[config.mk]
export PLATFORM = sky130hd
export DESIGN_NAME = controller
export DESIGN_NICKNAME = d
export VERILOG_FILES = /design/src/common/ctrlPkg.sv /design/src/decode/aluDecoder.sv /design/src/decode/instrDecoder.sv /design/src/source/branchUnit.sv /design/src/source/controller.sv /design/src/source/ctrlStageReg.sv
export SDC_FILE = /design/constraint.sdc
export NUM_CORES = 1
export LEC_CHECK = 0
export BUFFER_PORTS_ARGS = -buffer_cell sky130_fd_sc_hd__buf_2
export CORE_ASPECT_RATIO = 1.75
export CORE_MARGIN = 2
export CORE_UTILIZATION = 29
export CTS_CLUSTER_DIAMETER = 150
export DETAILED_ROUTE_END_ITERATION = 16
export PLACE_DENSITY = 0.65
export SLEW_MARGIN = 0
export SYNTH_ARGS = -nofsm -noshare
export SYNTH_HDL_FRONTEND = slang
export SYNTH_HIERARCHICAL = 1
export SYNTH_SLANG_ARGS = --single-unit
export TNS_END_PERCENT = 50
[constraint.sdc]
create_clock -name clk -period 1.8 [get_ports clk]
set_clock_uncertainty 0.15 [all_clocks]
set_input_delay 0.18 -clock clk [delete_from_list [all_inputs] [get_ports clk]]
set_output_delay 0.18 -clock clk [all_outputs]
set_load 0.005 [all_outputs]
[src/common/ctrlPkg.sv]
//////////////////////////////////////////////////
// Shared definitions for the RV32I controller
// Opcodes, field constants, control enums and the
// per-stage control structs used by all RTL files
//////////////////////////////////////////////////

`default_nettype none

package ctrlPkg;

  //////////////////////////////////////////////////
  // Widths and field constants
  //////////////////////////////////////////////////

  localparam int InstrWidth  = 32;            // Instruction width
  localparam int Funct3Width = 3;             // Funct3 field width

  localparam logic [6:0] Funct7Zero = 7'b0000000;  // Base R-type, srli, slli
  localparam logic [6:0] Funct7Alt  = 7'b0100000;  // sub, sra, srai

  localparam int MemReadBit  = 1;             // memRw[1] set for loads
  localparam int MemWriteBit = 0;             // memRw[0] set for stores

  //////////////////////////////////////////////////
  // Enums
  //////////////////////////////////////////////////

  // RV32I major opcodes
  typedef enum logic [6:0] {
    opLoad    = 7'b0000011,
    opMiscMem = 7'b0001111,                   // fence
    opOpImm   = 7'b0010011,
    opAuipc   = 7'b0010111,
    opStore   = 7'b0100011,
    opOp      = 7'b0110011,
    opLui     = 7'b0110111,
    opBranch  = 7'b1100011,
    opJalr    = 7'b1100111,
    opJal     = 7'b1101111
  } opcodeT;

  // Immediate formats in the encoding of the datapath extender
  typedef enum logic [2:0] {
    iType = 3'b000,
    sType = 3'b001,
    bType = 3'b010,
    jType = 3'b011,
    uType = 3'b100
  } immSrcT;

  // Write-back source select
  typedef enum logic [2:0] {
    resAlu = 3'b000,
    resMem = 3'b001
  } resultSrcT;

  //////////////////////////////////////////////////
  // Structs
  //////////////////////////////////////////////////

  typedef struct packed {
    logic rsvd;                               // Word-op bit that RV32 keeps at zero
    logic subArith;                           // Subtract, sra, slt, sltu
    logic aluOp;                              // Use funct3 for the operation
  } aluCtrlT;

  typedef struct packed {
    logic eq;                                 // Operands equal
    logic lt;                                 // rs1 less than rs2
  } branchFlagsT;

  typedef struct packed {
    logic       regWrite;
    immSrcT     immSrc;
    logic       aluSrcA;                      // PC as operand A
    logic       aluSrcB;                      // Immediate as operand B
    logic [1:0] memRw;                        // {read, write}
    resultSrcT  resultSrc;
    logic       branch;
    logic       aluOp;
    logic       jump;
    logic       aluResultSrc;                 // Pass operand B (lui) or PC+4 (jumps)
    logic       fence;
    logic       illegal;
  } decodeCtrlT;

  typedef struct packed {
    logic                   regWrite;
    resultSrcT              resultSrc;
    logic [1:0]             memRw;
    logic                   jump;
    logic                   branch;
    aluCtrlT                aluControl;
    logic                   aluSrcA;
    logic                   aluSrcB;
    logic                   aluResultSrc;
    logic [Funct3Width-1:0] funct3;
    logic                   instrValid;
  } execCtrlT;

  typedef struct packed {
    logic                   regWrite;
    resultSrcT              resultSrc;
    logic [1:0]             memRw;
    logic [Funct3Width-1:0] funct3;           // Access size and sign for the LSU
    logic                   instrValid;
  } memCtrlT;

  typedef struct packed {
    logic      regWrite;
    resultSrcT resultSrc;
  } wbCtrlT;

endpackage

`default_nettype wire

[src/decode/aluDecoder.sv]
//////////////////////////////////////////////////
// ALU operation decoder
// Adds the subArith bit to the ALU-op class using
// funct3, funct7 bit 5 and opcode bit 5
//////////////////////////////////////////////////

`default_nettype none

module aluDecoder (
  input  logic                            aluOp,     // Use funct3, else plain add
  input  logic [ctrlPkg::Funct3Width-1:0] funct3,
  input  logic                            funct7b5,
  input  logic                            opb5,      // R-type, not immediate
  output ctrlPkg::aluCtrlT                aluControl
);

  logic isSub;                                // R-type subtract
  logic isSra;                                // sra and srai
  logic isSlt;                                // slt and slti
  logic isSltu;                               // sltu and sltiu

  // Funct7 bit 5 alone picks the alternate op since the main decoder rejects the rest
  assign isSub  = (funct3 == 3'b000) & funct7b5 & opb5;  // addi has no sub form
  assign isSra  = (funct3 == 3'b101) & funct7b5;
  assign isSlt  = (funct3 == 3'b010);
  assign isSltu = (funct3 == 3'b011);

  assign aluControl.rsvd     = 1'b0;          // No word ops in RV32
  assign aluControl.subArith = aluOp & (isSub | isSra | isSlt | isSltu);
  assign aluControl.aluOp    = aluOp;

endmodule

`default_nettype wire

[src/decode/instrDecoder.sv]
//////////////////////////////////////////////////
// Main instruction decoder for the Decode stage
// Checks funct legality, then looks up the control
// bundle by opcode. StrictDecode picks exact or
// cheap funct checking
//////////////////////////////////////////////////

`default_nettype none

module instrDecoder #(
  parameter bit StrictDecode = 1'b1
) (
  input  logic [ctrlPkg::InstrWidth-1:0]  instr,
  output ctrlPkg::decodeCtrlT             ctrl,
  output logic [ctrlPkg::Funct3Width-1:0] funct3,
  output logic                            funct7b5,
  output logic                            opb5
);

  ctrlPkg::opcodeT opcode;                    // Major opcode
  logic [6:0]      funct7;                    // Upper funct field
  logic            iFunct, rFunct;            // Legal I-type ALU, R-type
  logic            lFunct, sFunct;            // Legal load, store
  logic            bFunct, jFunct;            // Legal branch, jalr

  // Field extraction
  assign opcode   = ctrlPkg::opcodeT'(instr[6:0]);
  assign funct3   = instr[14:12];
  assign funct7   = instr[31:25];
  assign funct7b5 = instr[30];
  assign opb5     = instr[5];                 // Separates R-type from I-type ALU

  //////////////////////////////////////////////////
  // Funct legality
  //////////////////////////////////////////////////

  if (StrictDecode) begin : gStrict
    logic f7Zero, f7Alt;                      // Exact funct7 matches
    logic iShift, iNoShift;

    assign f7Zero   = (funct7 == ctrlPkg::Funct7Zero);
    assign f7Alt    = (funct7 == ctrlPkg::Funct7Alt);
    assign iShift   = ((funct3 == 3'b001) & f7Zero) |
                      ((funct3 == 3'b101) & (f7Zero | f7Alt));  // slli, srli, srai
    assign iNoShift = (funct3 != 3'b001) & (funct3 != 3'b101);
    assign iFunct   = iShift | iNoShift;
    assign rFunct   = (((funct3 == 3'b000) | (funct3 == 3'b101)) & f7Alt) | f7Zero;
    assign lFunct   = (funct3 == 3'b000) | (funct3 == 3'b001) | (funct3 == 3'b010) |
                      (funct3 == 3'b100) | (funct3 == 3'b101);  // lb lh lw lbu lhu
    assign sFunct   = (funct3 == 3'b000) | (funct3 == 3'b001) |
                      (funct3 == 3'b010);     // sb sh sw
    assign bFunct   = (funct3[2:1] != 2'b01); // No 010, 011 branches
    assign jFunct   = (funct3 == 3'b000);
  end else begin : gCheap
    assign iFunct = 1'b1;
    assign rFunct = ~funct7[0];               // Rejects the M-extension space only
    assign lFunct = 1'b1;
    assign sFunct = 1'b1;
    assign bFunct = 1'b1;
    assign jFunct = 1'b1;
  end

  //////////////////////////////////////////////////
  // Opcode table
  //////////////////////////////////////////////////

  always_comb begin
    ctrl         = '0;
    ctrl.illegal = 1'b1;                      // Unknown opcode or bad funct
    unique case (opcode)
      ctrlPkg::opLoad: if (lFunct) begin
        ctrl.illegal   = 1'b0;
        ctrl.regWrite  = 1'b1;
        ctrl.immSrc    = ctrlPkg::iType;
        ctrl.aluSrcB   = 1'b1;                // Base plus offset
        ctrl.memRw     = 2'b10;
        ctrl.resultSrc = ctrlPkg::resMem;
      end
      ctrlPkg::opMiscMem: begin
        ctrl.illegal = 1'b0;                  // Memory is in order, so a no-op
        ctrl.fence   = 1'b1;
      end
      ctrlPkg::opOpImm: if (iFunct) begin
        ctrl.illegal  = 1'b0;
        ctrl.regWrite = 1'b1;
        ctrl.immSrc   = ctrlPkg::iType;
        ctrl.aluSrcB  = 1'b1;
        ctrl.aluOp    = 1'b1;
      end
      ctrlPkg::opAuipc: begin
        ctrl.illegal  = 1'b0;
        ctrl.regWrite = 1'b1;
        ctrl.immSrc   = ctrlPkg::uType;
        ctrl.aluSrcA  = 1'b1;                 // PC plus upper immediate
        ctrl.aluSrcB  = 1'b1;
      end
      ctrlPkg::opStore: if (sFunct) begin
        ctrl.illegal = 1'b0;
        ctrl.immSrc  = ctrlPkg::sType;
        ctrl.aluSrcB = 1'b1;
        ctrl.memRw   = 2'b01;
      end
      ctrlPkg::opOp: if (rFunct) begin
        ctrl.illegal  = 1'b0;
        ctrl.regWrite = 1'b1;
        ctrl.aluOp    = 1'b1;
      end
      ctrlPkg::opLui: begin
        ctrl.illegal      = 1'b0;
        ctrl.regWrite     = 1'b1;
        ctrl.immSrc       = ctrlPkg::uType;
        ctrl.aluSrcB      = 1'b1;
        ctrl.aluResultSrc = 1'b1;             // Immediate straight through
      end
      ctrlPkg::opBranch: if (bFunct) begin
        ctrl.illegal = 1'b0;
        ctrl.immSrc  = ctrlPkg::bType;
        ctrl.aluSrcA = 1'b1;                  // Target is PC plus offset
        ctrl.aluSrcB = 1'b1;
        ctrl.branch  = 1'b1;
      end
      ctrlPkg::opJalr: if (jFunct) begin
        ctrl.illegal      = 1'b0;
        ctrl.regWrite     = 1'b1;
        ctrl.immSrc       = ctrlPkg::iType;
        ctrl.aluSrcB      = 1'b1;
        ctrl.jump         = 1'b1;
        ctrl.aluResultSrc = 1'b1;             // Link value
      end
      ctrlPkg::opJal: begin
        ctrl.illegal      = 1'b0;
        ctrl.regWrite     = 1'b1;
        ctrl.immSrc       = ctrlPkg::jType;
        ctrl.aluSrcA      = 1'b1;
        ctrl.aluSrcB      = 1'b1;
        ctrl.jump         = 1'b1;
        ctrl.aluResultSrc = 1'b1;
      end
      default: ;                              // Keep the illegal default
    endcase
  end

endmodule

`default_nettype wire

[src/source/branchUnit.sv]
//////////////////////////////////////////////////
// Execute-stage branch resolution
// Picks eq or lt by funct3, inverts for bne, bge
// and bgeu, and forms the next-PC select
//////////////////////////////////////////////////

`default_nettype none

module branchUnit (
  input  ctrlPkg::branchFlagsT            flags,     // From the comparator
  input  logic [ctrlPkg::Funct3Width-1:0] funct3,
  input  logic                            jump,
  input  logic                            branch,
  output logic                            pcSrc,     // Take target PC
  output logic                            branchSigned
);

  logic flagSel;                              // Flag chosen by funct3[2]
  logic taken;                                // Condition holds

  // beq/bne use eq, the rest use lt
  assign flagSel = funct3[2] ? flags.lt : flags.eq;
  assign taken   = flagSel ^ funct3[0];       // Odd funct3 is the inverse test
  assign pcSrc   = jump | (branch & taken);

  // bltu and bgeu compare unsigned
  assign branchSigned = ~(funct3[2:1] == 2'b11);

endmodule

`default_nettype wire

[src/source/controller.sv]
//////////////////////////////////////////////////
// Top of the RV32I instruction controller
// Decodes in D, carries control through E, M and W
// under hazard-unit stall and flush, resolves
// branches in E and raises the store stall
//////////////////////////////////////////////////

`default_nettype none

module controller #(
  parameter bit StrictDecode    = 1'b1,       // Exact funct checking
  parameter bit DcacheSupported = 1'b1        // Store then store also stalls
) (
  input  logic                           clk,
  input  logic                           arstN,
  // Decode
  input  logic                           stallD,
  input  logic                           flushD,
  input  logic [ctrlPkg::InstrWidth-1:0] instrD,
  output ctrlPkg::immSrcT                immSrcD,
  output logic                           illegalInstrD,
  output logic                           jumpD,
  output logic                           branchD,
  output logic                           instrValidD,
  output logic                           storeStallD,
  // Execute
  input  logic                           stallE,
  input  logic                           flushE,
  input  ctrlPkg::branchFlagsT           flagsE,
  output ctrlPkg::execCtrlT              execE,
  output logic                           pcSrcE,
  output logic                           branchSignedE,
  // Memory
  input  logic                           stallM,
  input  logic                           flushM,
  output ctrlPkg::memCtrlT               memM,
  // Writeback
  input  logic                           stallW,
  input  logic                           flushW,
  output ctrlPkg::wbCtrlT                wbW
);

  ctrlPkg::decodeCtrlT             ctrlD;     // Main decoder bundle
  logic [ctrlPkg::Funct3Width-1:0] funct3D;
  logic                            funct7b5D;
  logic                            opb5D;
  ctrlPkg::aluCtrlT                aluControlD;
  ctrlPkg::execCtrlT               execD;     // Next Execute payload
  ctrlPkg::memCtrlT                memE;      // Next Memory payload
  ctrlPkg::wbCtrlT                 wbM;       // Next Writeback payload

  //////////////////////////////////////////////////
  // Decode
  //////////////////////////////////////////////////

  instrDecoder #(.StrictDecode(StrictDecode)) mainDecoderD (
    .instr(instrD), .ctrl(ctrlD), .funct3(funct3D), .funct7b5(funct7b5D), .opb5(opb5D)
  );

  aluDecoder aluDecoderD (
    .aluOp(ctrlD.aluOp), .funct3(funct3D), .funct7b5(funct7b5D), .opb5(opb5D),
    .aluControl(aluControlD)
  );

  assign immSrcD       = ctrlD.immSrc;
  assign illegalInstrD = ctrlD.illegal;
  assign jumpD         = ctrlD.jump;
  assign branchD       = ctrlD.branch;

  // Low after reset or a D flush until the next fetch arrives
  ctrlStageReg #(.PayloadT(logic)) validRegD (
    .clk(clk), .arstN(arstN), .flush(flushD), .stall(stallD), .d(1'b1), .q(instrValidD)
  );

  // Store in E blocks a load after it, and a store too with a D$
  assign storeStallD = execE.memRw[ctrlPkg::MemWriteBit] &
                       (ctrlD.memRw[ctrlPkg::MemReadBit] |
                        (ctrlD.memRw[ctrlPkg::MemWriteBit] & DcacheSupported));

  //////////////////////////////////////////////////
  // Execute
  //////////////////////////////////////////////////

  assign execD.regWrite     = ctrlD.regWrite;
  assign execD.resultSrc    = ctrlD.resultSrc;
  assign execD.memRw        = ctrlD.memRw;
  assign execD.jump         = ctrlD.jump;
  assign execD.branch       = ctrlD.branch;
  assign execD.aluControl   = aluControlD;
  assign execD.aluSrcA      = ctrlD.aluSrcA;
  assign execD.aluSrcB      = ctrlD.aluSrcB;
  assign execD.aluResultSrc = ctrlD.aluResultSrc;
  assign execD.funct3       = funct3D;
  assign execD.instrValid   = instrValidD & ~ctrlD.illegal;  // Trap, not retire

  ctrlStageReg #(.PayloadT(ctrlPkg::execCtrlT)) ctrlRegE (
    .clk(clk), .arstN(arstN), .flush(flushE), .stall(stallE), .d(execD), .q(execE)
  );

  branchUnit branchUnitE (
    .flags(flagsE), .funct3(execE.funct3), .jump(execE.jump), .branch(execE.branch),
    .pcSrc(pcSrcE), .branchSigned(branchSignedE)
  );

  //////////////////////////////////////////////////
  // Memory and Writeback
  //////////////////////////////////////////////////

  assign memE.regWrite   = execE.regWrite;
  assign memE.resultSrc  = execE.resultSrc;
  assign memE.memRw      = execE.memRw;
  assign memE.funct3     = execE.funct3;      // Size and sign for the LSU
  assign memE.instrValid = execE.instrValid;

  ctrlStageReg #(.PayloadT(ctrlPkg::memCtrlT)) ctrlRegM (
    .clk(clk), .arstN(arstN), .flush(flushM), .stall(stallM), .d(memE), .q(memM)
  );

  assign wbM.regWrite  = memM.regWrite;
  assign wbM.resultSrc = memM.resultSrc;

  ctrlStageReg #(.PayloadT(ctrlPkg::wbCtrlT)) ctrlRegW (
    .clk(clk), .arstN(arstN), .flush(flushW), .stall(stallW), .d(wbM), .q(wbW)
  );

endmodule

`default_nettype wire

[src/source/ctrlStageReg.sv]
//////////////////////////////////////////////////
// Control pipeline register for one stage
// Holds on stall, clears on flush, flush wins.
// The payload type is set per instance
//////////////////////////////////////////////////

`default_nettype none

module ctrlStageReg #(
  parameter type PayloadT = logic
) (
  input  logic    clk,
  input  logic    arstN,
  input  logic    flush,                      // Clear on next edge
  input  logic    stall,                      // Hold current payload
  input  PayloadT d,
  output PayloadT q
);

  always_ff @(posedge clk or negedge arstN) begin
    if (!arstN) begin
      q <= '0;                                // All control inactive
    end else if (flush) begin
      q <= '0;                                // Bubble
    end else if (!stall) begin
      q <= d;
    end
  end

endmodule

`default_nettype wire

Word-level counts from Yosys, hierarchy flattened
Cells that the tools add are included.
Widths: inputs -> output; s select.
- equality and inequality tests: 24
- muxes and demuxes: 38
- bitwise logic cells: 28
- reductions and logical operators: 7
- operator list (operator ; number):
    $mux 18 ; 2
    $eq 7x6->1 const B ; 4
    $mux 4 ; 6
    $eq 7x7->1 const B ; 3
    $pmux 3 s7 ; 1
    $mux 10 ; 2
    $mux 1 ; 15
    $eq 7x5->1 const B ; 2
    $or 1x1->1 ; 14
    $and 1x1->1 ; 11
    $ne 2x1->1 const B ; 5
    $pmux 1 s2 ; 4
    $eq 7x2->1 const B ; 1
    $eq 7x4->1 const B ; 1
    $logic_not 7->1 ; 1
    $pmux 1 s7 ; 1
    $eq 3x2->1 const B ; 2
    $eq 3x3->1 const B ; 2
    $mux 3 ; 2
    $mux 6 ; 1
    $pmux 1 s6 ; 1
    $reduce_or 2->1 ; 3
    $pmux 1 s5 ; 1
    $pmux 2 s2 ; 1
    10 further kinds ; 11
- flip-flop bits (word level): 33
- input port bits: 44
- output and inout port bits: 42
- logic and storage cells: 118

Logic depth before layout (Yosys ltp)
- depth in word-level cells: 11
- depth in mapped cells: 8
- depth with buffers taken out: 7

Cells and area by module
The synthesis kept the hierarchy.
- modules (own cells, without submodules) (module ; instances ; cells each ; area each (µm²) ; seq. area each (µm²)):
    ctrlStageReg (ctrlRegE) ; 1 ; 58 ; 739.5 ; 450.4
    instrDecoder ; 1 ; 66 ; 452.9 ; 0.0
    ctrlStageReg (ctrlRegM) ; 1 ; 32 ; 402.9 ; 250.2
    ctrlStageReg (ctrlRegW) ; 1 ; 13 ; 160.2 ; 100.1
    aluDecoder ; 1 ; 7 ; 57.6 ; 0.0
    ctrlStageReg (validRegD) ; 1 ; 3 ; 38.8 ; 25.0
    branchUnit ; 1 ; 4 ; 30.0 ; 0.0
    controller ; 1 ; 3 ; 17.5 ; 0.0

Worst setup path after synthesis
Ideal clock, no wire load.
- kind: in2reg
- from: input instrD[26] (netlist name)
- to: register ctrlRegE/q[0] (netlist name)
- library setup time: 0.071 ns
- arrival: 1.834 ns
- required time: 1.579 ns
- slack: -0.255 ns
- stages: 7
- path buffers: 0
- path through: or4_4 > o32ai_2 > a31oi_1 > or4b_1 > nor2b_1 > mux2i_1 > nor2_1
- RTL lines (item ; RTL line ; RTL):
    start, declared ; controller.sv:19 ; input logic [ctrlPkg::InstrWidth-1:0] instrD,
    end signal, assigned ; ctrlStageReg.sv:22 ; q <= '0;
    end signal, assigned ; ctrlStageReg.sv:24 ; q <= '0;
    end signal, assigned ; ctrlStageReg.sv:26 ; q <= d;
    end, declared ; ctrlStageReg.sv:17 ; output PayloadT q

Final worst setup path
- from: input instrD[26] (netlist name)
- to: output illegalInstrD
- cells in the longest elaborated chain, start to end: 7
- elaborated cells between the ends (all ways): 12
- those cells by class: 1 x eq/ne; 3 x mux; 7 x bitwise; 1 x reduce/logical
- RTL lines (item ; RTL line ; RTL):
    $eq 7x6->1 / $logic_not 7->1 (equally long branches) ; instrDecoder.sv:42, instrDecoder.sv:41 ;
    $or 1x1->1 ; instrDecoder.sv:44 ; ((funct3 == 3'b101) & (f7Zero | f7Alt));
    $and 1x1->1 ; instrDecoder.sv:44 ;
    $or 1x1->1 ; instrDecoder.sv:43 ; assign iShift = ((funct3 == 3'b001) & f7Zero) |
    $or 1x1->1 ; instrDecoder.sv:46 ; assign iFunct = iShift | iNoShift;
    $mux 1 ; instrDecoder.sv:83 ; ctrlPkg::opOpImm: if (iFunct) begin
    $pmux 1 s7 * ; instrDecoder.sv:70 ; unique case (opcode)
    end, declared ; controller.sv:21 ; output logic illegalInstrD,
Every way passes the cells marked *; elsewhere a longest branch is shown, timed or not.

==> results.md <==
- Outcome: complete, but fails checks
- Failing checks: negative setup slack
- Syn_area_per_cell: just over 10 sq um
- CP startpoint: instrD[26]
- Initial antenna violation count: 0
- Reg2reg end: ctrlRegE/q[0]
- CTS tree: built
- Max IR drop VDD: just under 0.0004 V
- Routability cong.: approximately 0.88
- Worst-margin pin slew: 0.7285 ns
- Drt drc: 0
- Total power divided by cell area: 709.0 mW/mm^2
- Die area: 0.007216 sq mm
- Buffers on Ports: 70
- Total routed wirelength: 4746 um
- Starting Density: 0.2939
- Chip width: 65.08 um
- Post-DRT Antenna Nets: 0
- Dpl ws: -0.5065 ns
- DRT Pass-1 Iters: 4
- Via-to-Cell Ratio: about 4.7
- Crit Path Class: primary input to primary output
- Highest Clock Rate: around 0.45 GHz
- R2R cell count: 3
- Num ports: 86
- Final Max Slew Viols: 0
- Launch point of the worst reg-to-reg path: validRegD/q
- Vias in the first global route: 1,682
- CP Capture Point: illegalInstrD
- Overall power: around 1.9 mW
- Sink Count: 33
- Crit-path max FO: 2
- HP Class: primary input to flip-flop
- Leak pwr: around 1.5 nW
- Max Cap Viol: 0
- Fraction of the cycle the final worst path needs: 1.235
- Via count: 1,666
- CTS Root Cell: clkbuf_16
- Syn Inst Count: 185
- Layout area overhead: 38.93%
- Clock buffer depth: 2
- WP data required: 1.47 ns
- Mapped cell area: about 0.0019 sq mm
- Largest net degree at the start of global routing: 34
- Initial DRC count: 28
- R2R Setup Slk: approximately 0.85 ns
- Max-slew headroom: 0.5144
- # diodes: 0
- Rows: 39
- Startpoint Class: primary input
- Crit path time final: between 2 and 2.5 ns
- Clk slew on worst S/H paths: ~0.050 ns
- GR Overflow Total: 0
- Total GRT Usage: 0.1376
- Area of the core: between 0.006 and 0.007 sq mm
- Setup crit end kind: primary output
- Share of layout cells above drive strength 1: 0.4212
- Nets: ~320
- CTS H-Tree Depth: 2
- Unrepaired setup endpoints after global routing: yes
- Final Hold Viols: 0
- Worst-skew pair later-pin latency: approximately 0.27 ns
- DR WL/cell: around 13 um
- Arrival @ worst endpoint: roughly 1.9 ns
- Die Ht: ~110 um
- YS warnings: 6
- Post-DP HPWL: about 3800 um
- Inserted Clock Buffers: 5
- Setup WS post-layout: -0.4230 ns
- Final setup fails: 2
- First-pass GRT wire length: about 7900 um
==> report_power, final <==
part           internal, mW  switching [mW]  total [mW]  leakage (nW)
registers             0.758          0.0129       0.770         0.453
clock network         0.549           0.292       0.841        0.0768
logic                 0.124           0.129       0.253         0.935
total                  1.43           0.434        1.86          1.47
==> timing repair <==
item,CTS,global route
hold buffers,3,0
hold endpoints to repair,38,0
setup endpoints to repair,4,8
buffers inserted,1,0
resized for setup,8,6
pin swaps,2,1
==> metrics by stage <==
step	cells	TNS [ns]	hold WS [ns]	utilization	area, sq um
after floorplan	186	-0.3739	-0.2656	-	1897
after global placement	343	-1.344	0.1343	0.3685	2374
after detailed placement	343	-1.504	0.1335	0.3685	2374
after CTS	355	-0.6049	0.07787	0.4044	2605
after global routing	355	-0.6904	0.08468	0.4083	2630
final	355	-0.5919	0.07338	0.4083	2630
==> sequential cells by signal (all words and copies together), names as in the netlist <==
signal and flops:
ctrlRegM/q 10, validRegD/q 1, ctrlRegE/q 18, ctrlRegW/q 4
==> cell usage in the layout (no fill, tap or decap), types with 3 or more instances in the layout <==
master,instances
a21o_1,3
and2b_1,4
and3_1,3
and4b_1,3
buf_2,69
buf_4,25
clkbuf_16,5
conb_1,4
dfrtp_1,32
dlygate4sd3_1,3
mux2i_1,34
nand2_1,6
nor2_1,36
nor3_1,3
==> worst min-delay path by stage <==
| stage | startpoint | end | cells past startpoint |
|---|---|---|---|
| after floorplan | arstN | ctrlRegE/q[0] | 0 |
| after global placement | arstN | ctrlRegM/q[2] | 1 |
| after detailed placement | arstN | ctrlRegM/q[2] | 1 |
| after CTS | flushM | ctrlRegM/q[8] | 2 |
| after global routing | flushM | ctrlRegM/q[6] | 2 |
| final | flushM | ctrlRegM/q[5] | 2 |
==> critical path, stage by stage <==
cell and delay [ns]:
buf_6 0.09, or4_4 0.54, o32ai_4 0.25, a31oi_2 0.15
or4b_4 0.54, buf_2 0.14
==> cell type report <==
class                      count  area [sq um]
fill                         660          3811
inverter                       2         7.507
clock buffer                   6         138.9
sequential                    33         827.0
multi-input combinational    132         965.9
clock inverter                 2         13.76
timing repair buffer          98         574.3
tap                           82         102.6
==> metal layers <==
layer  vias up  track usage  wire length [um]
met1       797       0.1481              1871
li1        816            -                 -
met3         4      0.01929               174
met2        49       0.2605              2628
met5         -            0                 0
met4         0      0.05278                71
(Power assumes the default switching activity.)
